File: src/common/sm83_bottom_pkg.sv
package sm83_bottom_pkg;

	localparam int DATA_W = 16;	// Register pair and Wishbone data width
	localparam int ADR_W = 4;	// Wishbone word address width
	localparam int IRQ_N = 8;	// Interrupt lines
	localparam int IRQ_IDX_W = $clog2(IRQ_N);

	// Host register map, word addresses
	localparam logic [ADR_W-1:0] ADR_BC = 4'd0;
	localparam logic [ADR_W-1:0] ADR_DE = 4'd1;
	localparam logic [ADR_W-1:0] ADR_HL = 4'd2;
	localparam logic [ADR_W-1:0] ADR_SP = 4'd3;
	localparam logic [ADR_W-1:0] ADR_PC = 4'd4;
	localparam logic [ADR_W-1:0] ADR_IE = 4'd5;
	localparam logic [ADR_W-1:0] ADR_IF = 4'd6;
	localparam logic [ADR_W-1:0] ADR_STEP = 4'd7;	// Write only
	localparam logic [ADR_W-1:0] ADR_SERVICE = 4'd8;	// Write only
	localparam logic [ADR_W-1:0] ADR_ADDR = 4'd9;	// Read only, external address bus

	typedef enum logic [2:0] {
		PAIR_BC,
		PAIR_DE,
		PAIR_HL,
		PAIR_SP,
		PAIR_PC
	} pair_sel_t;

	typedef enum logic [1:0] {
		OP_HOLD,
		OP_INC,
		OP_DEC
	} incdec_op_t;

	localparam logic [DATA_W-1:0] SP_RESET = 16'hFFFE;

	// Interrupt n jumps to VEC_BASE + n * VEC_STEP
	localparam logic [DATA_W-1:0] VEC_BASE = 16'h0040;
	localparam logic [DATA_W-1:0] VEC_STEP = 16'd8;

endpackage
File: src/verilog/sm83_bottom.sv
module sm83_bottom (
	input  logic                               clk,
	input  logic                               rst,
	input  logic                               wb_cyc,
	input  logic                               wb_stb,
	input  logic                               wb_we,
	input  logic [sm83_bottom_pkg::ADR_W-1:0]  wb_adr,
	input  logic [sm83_bottom_pkg::DATA_W-1:0] wb_dat_i,
	output logic [sm83_bottom_pkg::DATA_W-1:0] wb_dat_o,
	output logic                               wb_ack,
	output logic [sm83_bottom_pkg::DATA_W-1:0] addr,	// External address bus
	input  logic [sm83_bottom_pkg::IRQ_N-1:0]  irq_trig,
	output logic [sm83_bottom_pkg::IRQ_N-1:0]  irq_ack,
	output logic                               irq_pending
);
	import sm83_bottom_pkg::*;

	// Decoded host commands
	logic pair_we;
	pair_sel_t pair_wsel;
	logic step_go;
	pair_sel_t step_sel;
	incdec_op_t step_op;
	logic ie_we;
	logic if_we;
	logic service_go;
	logic [DATA_W-1:0] wdata;
	logic [ADR_W-1:0] rd_adr;

	// Register file and incrementer
	logic [DATA_W-1:0] pair_q;
	logic [DATA_W-1:0] bc;
	logic [DATA_W-1:0] de;
	logic [DATA_W-1:0] hl;
	logic [DATA_W-1:0] sp;
	logic [DATA_W-1:0] pc;
	logic incdec_we;
	logic [DATA_W-1:0] incdec_value;

	// Interrupt side
	logic [IRQ_N-1:0] ie;
	logic [IRQ_N-1:0] iflag;
	logic pc_load;
	logic [DATA_W-1:0] pc_vector;

	wb_cmd_decode i_wb_cmd_decode (.*);

	reg_pairs i_reg_pairs (.*);

	addr_incdec i_addr_incdec (.*);

	irq_ctrl i_irq_ctrl (.*);

	wb_readback i_wb_readback (.*);

endmodule

File: src/verilog/wb_readback.sv
module wb_readback (
	input  logic                               clk,
	input  logic                               rst,
	input  logic                               wb_cyc,
	input  logic                               wb_stb,
	input  logic [sm83_bottom_pkg::ADR_W-1:0]  rd_adr,
	input  logic [sm83_bottom_pkg::DATA_W-1:0] bc,
	input  logic [sm83_bottom_pkg::DATA_W-1:0] de,
	input  logic [sm83_bottom_pkg::DATA_W-1:0] hl,
	input  logic [sm83_bottom_pkg::DATA_W-1:0] sp,
	input  logic [sm83_bottom_pkg::DATA_W-1:0] pc,
	input  logic [sm83_bottom_pkg::IRQ_N-1:0]  ie,
	input  logic [sm83_bottom_pkg::IRQ_N-1:0]  iflag,
	input  logic [sm83_bottom_pkg::DATA_W-1:0] addr,
	output logic                               wb_ack,
	output logic [sm83_bottom_pkg::DATA_W-1:0] wb_dat_o
);
	import sm83_bottom_pkg::*;

	logic [DATA_W-1:0] rd_mux;

	always_comb begin
		case (rd_adr)
			ADR_BC: rd_mux = bc;
			ADR_DE: rd_mux = de;
			ADR_HL: rd_mux = hl;
			ADR_SP: rd_mux = sp;
			ADR_PC: rd_mux = pc;
			ADR_IE: rd_mux = DATA_W'(ie);	// Zero extended
			ADR_IF: rd_mux = DATA_W'(iflag);
			ADR_ADDR: rd_mux = addr;
			default: rd_mux = '0;	// STEP, SERVICE, unmapped
		endcase
	end

	// Single wait state, ack high for one clock
	always_ff @(posedge clk) begin
		if (rst)
			wb_ack <= 1'b0;
		else
			wb_ack <= wb_cyc & wb_stb & ~wb_ack;
	end

	// Captured at the ack edge
	always_ff @(posedge clk) begin
		wb_dat_o <= rd_mux;
	end

endmodule

File: src/irq/irq_ctrl.sv
module irq_ctrl (
	input  logic                               clk,
	input  logic                               rst,
	input  logic                               ie_we,
	input  logic                               if_we,
	input  logic                               service_go,
	input  logic [sm83_bottom_pkg::DATA_W-1:0] wdata,
	input  logic [sm83_bottom_pkg::IRQ_N-1:0]  irq_trig,
	output logic [sm83_bottom_pkg::IRQ_N-1:0]  ie,
	output logic [sm83_bottom_pkg::IRQ_N-1:0]  iflag,
	output logic                               irq_pending,
	output logic [sm83_bottom_pkg::IRQ_N-1:0]  irq_ack,
	output logic                               pc_load,
	output logic [sm83_bottom_pkg::DATA_W-1:0] pc_vector
);
	import sm83_bottom_pkg::*;

	logic [IRQ_N-1:0] pend_vec;
	logic [IRQ_N-1:0] grant;	// One-hot winner, zero when idle
	logic [IRQ_IDX_W-1:0] grant_idx;
	logic [IRQ_N-1:0] ie_next;
	logic [IRQ_N-1:0] if_next;

	assign pend_vec = iflag & ie;

	// Lowest line has the highest priority
	always_comb begin
		grant_idx = '0;
		for (int i = IRQ_N - 1; i >= 0; i--) begin
			if (pend_vec[i])
				grant_idx = IRQ_IDX_W'(i);
		end
	end

	assign pc_load = service_go & (|pend_vec);
	assign grant = pc_load ? (IRQ_N'(1) << grant_idx) : '0;
	assign pc_vector = VEC_BASE + VEC_STEP * DATA_W'(grant_idx);

	assign ie_next = ie_we ? wdata[IRQ_N-1:0] : ie;

	// Trigger ORed in last so it beats a clear of the same bit
	assign if_next = ((if_we ? wdata[IRQ_N-1:0] : iflag) & ~grant) | (irq_trig & ie);

	always_ff @(posedge clk) begin
		if (rst) begin
			ie <= '0;
			iflag <= '0;
			irq_pending <= 1'b0;
			irq_ack <= '0;
		end else begin
			ie <= ie_next;
			iflag <= if_next;
			irq_pending <= |(if_next & ie_next);	// Tracks IF & IE without lag
			irq_ack <= grant;
		end
	end

	a_ack_onehot: assert property (@(posedge clk) disable iff (rst)
		$onehot0(irq_ack))
		else $error("irq_ack has more than one bit set");

	a_ack_pulse: assert property (@(posedge clk) disable iff (rst)
		|irq_ack |=> irq_ack == '0)
		else $error("irq_ack held longer than one cycle");

endmodule

File: src/regfile/addr_incdec.sv
module addr_incdec (
	input  logic                               clk,
	input  logic                               rst,
	input  logic                               step_go,
	input  sm83_bottom_pkg::incdec_op_t        step_op,
	input  logic [sm83_bottom_pkg::DATA_W-1:0] pair_q,	// Pre-value of the selected pair
	output logic [sm83_bottom_pkg::DATA_W-1:0] addr,
	output logic                               incdec_we,
	output logic [sm83_bottom_pkg::DATA_W-1:0] incdec_value
);
	import sm83_bottom_pkg::*;

	logic [DATA_W-1:0] delta;

	// One adder, minus one is all ones and wraps mod 2^16
	always_comb begin
		case (step_op)
			OP_INC: delta = DATA_W'(1);
			OP_DEC: delta = '1;
			default: delta = '0;
		endcase
	end

	assign incdec_value = pair_q + delta;
	assign incdec_we = step_go && (step_op != OP_HOLD);

	// Address bus shows the value before the step
	always_ff @(posedge clk) begin
		if (rst)
			addr <= '0;
		else if (step_go)
			addr <= pair_q;
	end

	a_op_known: assert property (@(posedge clk) disable iff (rst)
		step_go |-> (step_op == OP_HOLD || step_op == OP_INC || step_op == OP_DEC))
		else $error("undefined increment/decrement code");

endmodule

File: src/regfile/reg_pairs.sv
module reg_pairs (
	input  logic                               clk,
	input  logic                               rst,
	input  logic                               pair_we,	// Host write
	input  sm83_bottom_pkg::pair_sel_t         pair_wsel,
	input  logic [sm83_bottom_pkg::DATA_W-1:0] wdata,
	input  sm83_bottom_pkg::pair_sel_t         step_sel,	// Pair seen by the incrementer
	input  logic                               incdec_we,
	input  logic [sm83_bottom_pkg::DATA_W-1:0] incdec_value,
	input  logic                               pc_load,	// Interrupt vector load
	input  logic [sm83_bottom_pkg::DATA_W-1:0] pc_vector,
	output logic [sm83_bottom_pkg::DATA_W-1:0] pair_q,
	output logic [sm83_bottom_pkg::DATA_W-1:0] bc,
	output logic [sm83_bottom_pkg::DATA_W-1:0] de,
	output logic [sm83_bottom_pkg::DATA_W-1:0] hl,
	output logic [sm83_bottom_pkg::DATA_W-1:0] sp,
	output logic [sm83_bottom_pkg::DATA_W-1:0] pc
);
	import sm83_bottom_pkg::*;

	// Operand for the incrementer, also the next address
	always_comb begin
		case (step_sel)
			PAIR_BC: pair_q = bc;
			PAIR_DE: pair_q = de;
			PAIR_HL: pair_q = hl;
			PAIR_SP: pair_q = sp;
			PAIR_PC: pair_q = pc;
			default: pair_q = '0;
		endcase
	end

	// Later assignments win, so a vector load overrides a PC step
	always_ff @(posedge clk) begin
		if (rst) begin
			bc <= '0;
			de <= '0;
			hl <= '0;
			sp <= SP_RESET;
			pc <= '0;
		end else begin
			if (pair_we) begin
				case (pair_wsel)
					PAIR_BC: bc <= wdata;
					PAIR_DE: de <= wdata;
					PAIR_HL: hl <= wdata;
					PAIR_SP: sp <= wdata;
					PAIR_PC: pc <= wdata;
					default: ;
				endcase
			end
			if (incdec_we) begin
				case (step_sel)
					PAIR_BC: bc <= incdec_value;
					PAIR_DE: de <= incdec_value;
					PAIR_HL: hl <= incdec_value;
					PAIR_SP: sp <= incdec_value;
					PAIR_PC: pc <= incdec_value;
					default: ;	// Unknown pair, nothing to write back
				endcase
			end
			if (pc_load)
				pc <= pc_vector;
		end
	end

	// Host PC write and vector load come from different commands
	a_pc_sources: assert property (@(posedge clk) disable iff (rst)
		!(pc_load && pair_we && pair_wsel == PAIR_PC))
		else $error("PC written by host and interrupt in one cycle");

endmodule

File: src/verilog/wb_cmd_decode.sv
module wb_cmd_decode (
	input  logic                               clk,
	input  logic                               rst,
	input  logic                               wb_cyc,
	input  logic                               wb_stb,
	input  logic                               wb_we,
	input  logic [sm83_bottom_pkg::ADR_W-1:0]  wb_adr,
	input  logic                               wb_ack,	// Registered ack fed back
	input  logic [sm83_bottom_pkg::DATA_W-1:0] wb_dat_i,
	output logic                               pair_we,
	output sm83_bottom_pkg::pair_sel_t         pair_wsel,
	output logic                               step_go,
	output sm83_bottom_pkg::pair_sel_t         step_sel,
	output sm83_bottom_pkg::incdec_op_t        step_op,
	output logic                               ie_we,
	output logic                               if_we,
	output logic                               service_go,
	output logic [sm83_bottom_pkg::DATA_W-1:0] wdata,
	output logic [sm83_bottom_pkg::ADR_W-1:0]  rd_adr
);
	import sm83_bottom_pkg::*;

	logic cmd_valid;
	logic cmd_wr;

	assign cmd_valid = wb_cyc & wb_stb & ~wb_ack;	// First cycle of a transfer
	assign cmd_wr = cmd_valid & wb_we;

	assign wdata = wb_dat_i;
	assign step_sel = pair_sel_t'(wb_dat_i[2:0]);	// Step word carries pair in 2:0
	assign step_op = incdec_op_t'(wb_dat_i[4:3]);	// and operation in 4:3

	// Writes and idle cycles point the read mux at an unmapped offset
	assign rd_adr = (cmd_valid & ~wb_we) ? wb_adr : '1;

	always_comb begin
		pair_we = 1'b0;
		pair_wsel = PAIR_BC;
		step_go = 1'b0;
		ie_we = 1'b0;
		if_we = 1'b0;
		service_go = 1'b0;
		case (wb_adr)
			ADR_BC: begin
				pair_we = cmd_wr;
				pair_wsel = PAIR_BC;
			end
			ADR_DE: begin
				pair_we = cmd_wr;
				pair_wsel = PAIR_DE;
			end
			ADR_HL: begin
				pair_we = cmd_wr;
				pair_wsel = PAIR_HL;
			end
			ADR_SP: begin
				pair_we = cmd_wr;
				pair_wsel = PAIR_SP;
			end
			ADR_PC: begin
				pair_we = cmd_wr;
				pair_wsel = PAIR_PC;
			end
			ADR_IE: ie_we = cmd_wr;
			ADR_IF: if_we = cmd_wr;
			ADR_STEP: step_go = cmd_wr;
			ADR_SERVICE: service_go = cmd_wr;
			default: ;	// ADDR and unmapped writes are dropped
		endcase
	end

	a_one_strobe: assert property (@(posedge clk) disable iff (rst)
		$onehot0({pair_we, step_go, ie_we, if_we, service_go}))
		else $error("more than one command strobe active");

	// Master must hold the request until the slave answers
	a_stb_held: assert property (@(posedge clk) disable iff (rst)
		cmd_valid |=> wb_stb && wb_ack && $stable(wb_adr) && $stable(wb_we)
			&& $stable(wb_dat_i))
		else $error("Wishbone request changed before ack");

endmodule

File: config.mk
export PLATFORM = sky130hd
export DESIGN_NAME = sm83_bottom
export DESIGN_NICKNAME = d
export VERILOG_FILES = /design/src/common/sm83_bottom_pkg.sv /design/src/verilog/sm83_bottom.sv /design/src/verilog/wb_readback.sv /design/src/irq/irq_ctrl.sv /design/src/regfile/addr_incdec.sv /design/src/regfile/reg_pairs.sv /design/src/verilog/wb_cmd_decode.sv
export SDC_FILE = /design/constraint.sdc
export NUM_CORES = 1
export LEC_CHECK = 0
export BUFFER_PORTS_ARGS = -buffer_cell sky130_fd_sc_hd__clkbuf_2
export CAP_MARGIN = 40
export CORE_AREA = 4 4 140 142
export DETAILED_ROUTE_END_ITERATION = 8
export DIE_AREA = 0 0 144 146
export PLACE_DENSITY_LB_ADDON = 0.08
export SKIP_CTS_REPAIR_TIMING = 1
export SYNTH_ARGS = -nofsm -noshare
export SYNTH_HDL_FRONTEND = slang
export SYNTH_SLANG_ARGS = --single-unit
File: constraint.sdc
create_clock -name clk -period 4 [get_ports clk]
set_clock_uncertainty 0.2 [all_clocks]
set_input_delay 0.4 -clock clk [delete_from_list [all_inputs] [get_ports clk]]
set_output_delay 0.4 -clock clk [all_outputs]
set_load 0.005 [all_outputs]
==> qor.yml <==
run_status:
  status: "finished clean"
clocking:
  cts.sinks: 138
  cts_root_buffer: "clkbuf_16"
  cts_tree: "yes"
  clkSlewWorstSetupHoldPaths_ns: 0.06
  cts_buffers: 17
  h-tree-depth: 4
  cts_buffer_depth: 2
  worstSkewPairLatency_ns: 0.43
grt:
  grt_pass1_vias: 7544
  grt_pass1_wl_microns: 45700
  grt_max_degree: 43
  grt_usage_pct: 28.5
  grt_overflow: 0
  grt_antenna_before_repair: 1
cells_and_area:
  final_layout_size_suffix_gt1_share_pct: 20.3
  num_antenna_cells: 0
  fill_cells: 1805
  area_growth_pct: 19.0
  fin_cells: 1283
  final_core_util_pct: 49.9
  nNetsFinal: 1087
power_and_ir_drop:
  p_seq_share_pct: 41.0
  p_switching_mw: 0.857
  swShare_pct: 25.3
  p_per_area_nw_per_um2: 368
  p_leak_nw: 3.65
  total_power_mw: 3.38
  peakVddDrop_mv: 0.287
  clkPwrFrac_pct: 50.6
  intPower_mw: 2.53
  power_frac_comb_pct: 8.4
place:
  io_buffers: 74
  detailed_place_hpwl_microns: 21100
  placedCellCount: 1251
  globalplace.congestion: 0.926
detailed_routing:
  ant_nets: 0
  via_per_inst: 6.21
  first_iter_violations: 808
  drt_pass1_iterations: 5
  route.detailed.drc: 0
  routed_wl_microns: 30300
  post_drt_wl_per_cell_microns: 23.6
  vias: 7971
timing:
  hold_viol_final: 0
  worst_pin_slew_ns: 0.758
  rsz0062_at_grt: "false"
  setup_viol: 0
  slew_viol_final: 0
  period_share_pct: 90.1
  setup_tns_ns: 0
  fmax_ghz: 0.278
  fin_crit_ns: 3.60
  relSlewSlack_pct: 49.3
logic_synthesis:
  synth_top_area_share_pct: 35.7
  synth-edff-count: 0
  synth_seq_cells: 138
  synth_top_area_cell: "dfxtp_1"
  synth_cell_types: 68
  syn_inst: 950
  yosysMostFrequentCell: "nand2_1"
  syn_nets: 1001
  synth_area_leaders: "dfxtp_1 36%, nand2_1 7.5%, a22oi_1 5.6%, nor2_1 4.6%, mux2i_1 4.5%"
  synthArstFlopShare_pct: 0
  synth_ff_type: "dfxtp_1"
  synth_commonest_cells: "155 x nand2_1, 138 x dfxtp_1, 95 x nor2_1"
  syn_avg_cell_area_sq_um: 8.14
  yosysWarnings: 0
  ys_seq_area_share_pct: 35.7
  syn_area_sq_um: 7730
run:
  cap_violations: 0
floorplan:
  num_rows: 50
  die_h_microns: 146
  dieWidth_microns: 144
  die_area_sq_um: 21000
  core-area_sq_um: 18500
  io_pins: 75
  initial_core_util_pct: 41.9
setup_path:
  worstPathRequired_ns: 4.09
  r2r_setup_slack_ns: 0.44
  start_kind: "input port"
  critical_path_class: "input port to flop"
  rr_endpoint: "i_reg_pairs.bc[15]"
  end_kind: "flop"
  crit_arrival_ns: 3.69
  worstRegToRegCells: 12
  crit_fanout: 6
  reg2reg_from: "i_reg_pairs.de[1]"
hold_path:
  hp-class: "input port to flop"
  hold_end: "i_irq_ctrl.iflag[3]"
  holdCritStartpoint: "irq_trig[3]"
  hold-path-cell-count: 3
[area by class of cell]
class                      instances  area, sq um  share of cell area, %
clock buffer                      19          433                   4.71
clock inverter                    13          193                   2.09
inverter                          11         41.3                  0.449
multi-input combinational        741         4680                   50.9
sequential                       138         2760                   30.0
tap                              234          293                   3.18
timing repair buffer             127          796                   8.65
[power groups by stage]
stage / registers [mW] / clock network [mW] / logic (mW)
2_1_floorplan: 1.42 / 0 / 0.161
3_3_place_gp: 1.42 / 0 / 0.278
3_5_place_dp: 1.42 / 0 / 0.279
4_1_cts: 1.39 / 1.73 / 0.280
5_1_grt: 1.39 / 1.79 / 0.303
6_report: 1.39 / 1.71 / 0.285
[layer usage]
metal	vias up	part of all wire [%]	GRT usage (%)
li1	3672	-	-
met1	3786	43	38.8
met3	82	8.7	6.47
met4	2	3.7	10.4
met5	-	0.043	0
met2	429	45	44.1
[state kept, by name, summed over array words and instances, names as in the netlist, 8 cells and up]
| signal | count |
|---|---|
| i_reg_pairs.de | 16 |
| i_irq_ctrl.ie | 8 |
| i_reg_pairs.sp | 16 |
| i_irq_ctrl.iflag | 8 |
| i_reg_pairs.pc | 16 |
| i_irq_ctrl.irq_ack | 8 |
| i_reg_pairs.bc | 16 |
| i_reg_pairs.hl | 16 |
| i_wb_readback.wb_dat_o | 16 |
| i_addr_incdec.addr | 16 |
[placed cells by master, fill, tap and decap left out, types with 3 or more instances in the layout]
cell type    n
a2111oi_0    3
a211oi_1    36
a21o_1       7
a21oi_1     56
a221o_1     14
a22oi_1     58
a311oi_1    21
a31o_2       3
a31oi_1      4
and2_1      11
buf_4       50
bufinv_16    4
clkbuf_16   17
clkbuf_2    73
clkinv_4     3
dfxtp_1    138
ha_1        17
inv_1       11
inv_6        3
mux2_2      25
mux2i_1     35
nand2_1    155
nand2b_1     6
nand3_1     54
nand4_1     12
nor2_1      95
nor3_1       8
nor3_2       6
nor3b_2      3
o211ai_1     3
o21a_1       3
o21ai_0     47
or3_1        7
xnor2_1      6
xor2_1       6
[critical path, stage by stage]
cell and delay (ns):
clkbuf_2 0.18, buf_4 0.18, mux2i_1 0.20, o21ai_0 0.09, a221oi_1 0.55, inv_1 0.10
ha_1 0.33, a211oi_1 0.33, nor3_1 0.10, nor2_1 0.21, a211oi_1 0.14, nor3_1 0.37
nor4_1 0.11, a2111oi_1 0.40
[how the worst max path moves through the flow]
stage / from / to / slack [ns]
global placement: wb_dat_i[1] / i_reg_pairs.hl[15] / 0.06
floorplan: wb_dat_i[2] / i_reg_pairs.sp[14] / 0.27
finish: wb_dat_i[1] / i_reg_pairs.bc[15] / 0.40
detailed placement: wb_dat_i[1] / i_reg_pairs.bc[15] / -0.02
global route: wb_dat_i[1] / i_reg_pairs.bc[15] / 0.06
CTS: wb_dat_i[1] / i_reg_pairs.bc[15] / 0.43
[kinds of logic after synthesis]
kind of cell,count (synthesis),share of synthesized area (%)
xor+xnor,13,1.57
simple gates,376,22.7
compound gates,273,24.6
mux,61,8.37
buf+inv,71,4.01
fa+ha+maj,18,3.01
flops,138,35.7
[through the flow]
step	area, sq um	hold WS (ns)	setup WS, ns
after floorplan	7730	0.265	0.269
after global placement	8520	0.265	0.0608
after detailed placement	8570	0.264	-0.0191
after CTS	9200	0.0269	0.432
after global routing	9200	0.0457	0.0561
final	9200	0.0395	0.396
No activity file was read; power rests on OpenSTA's default activity.
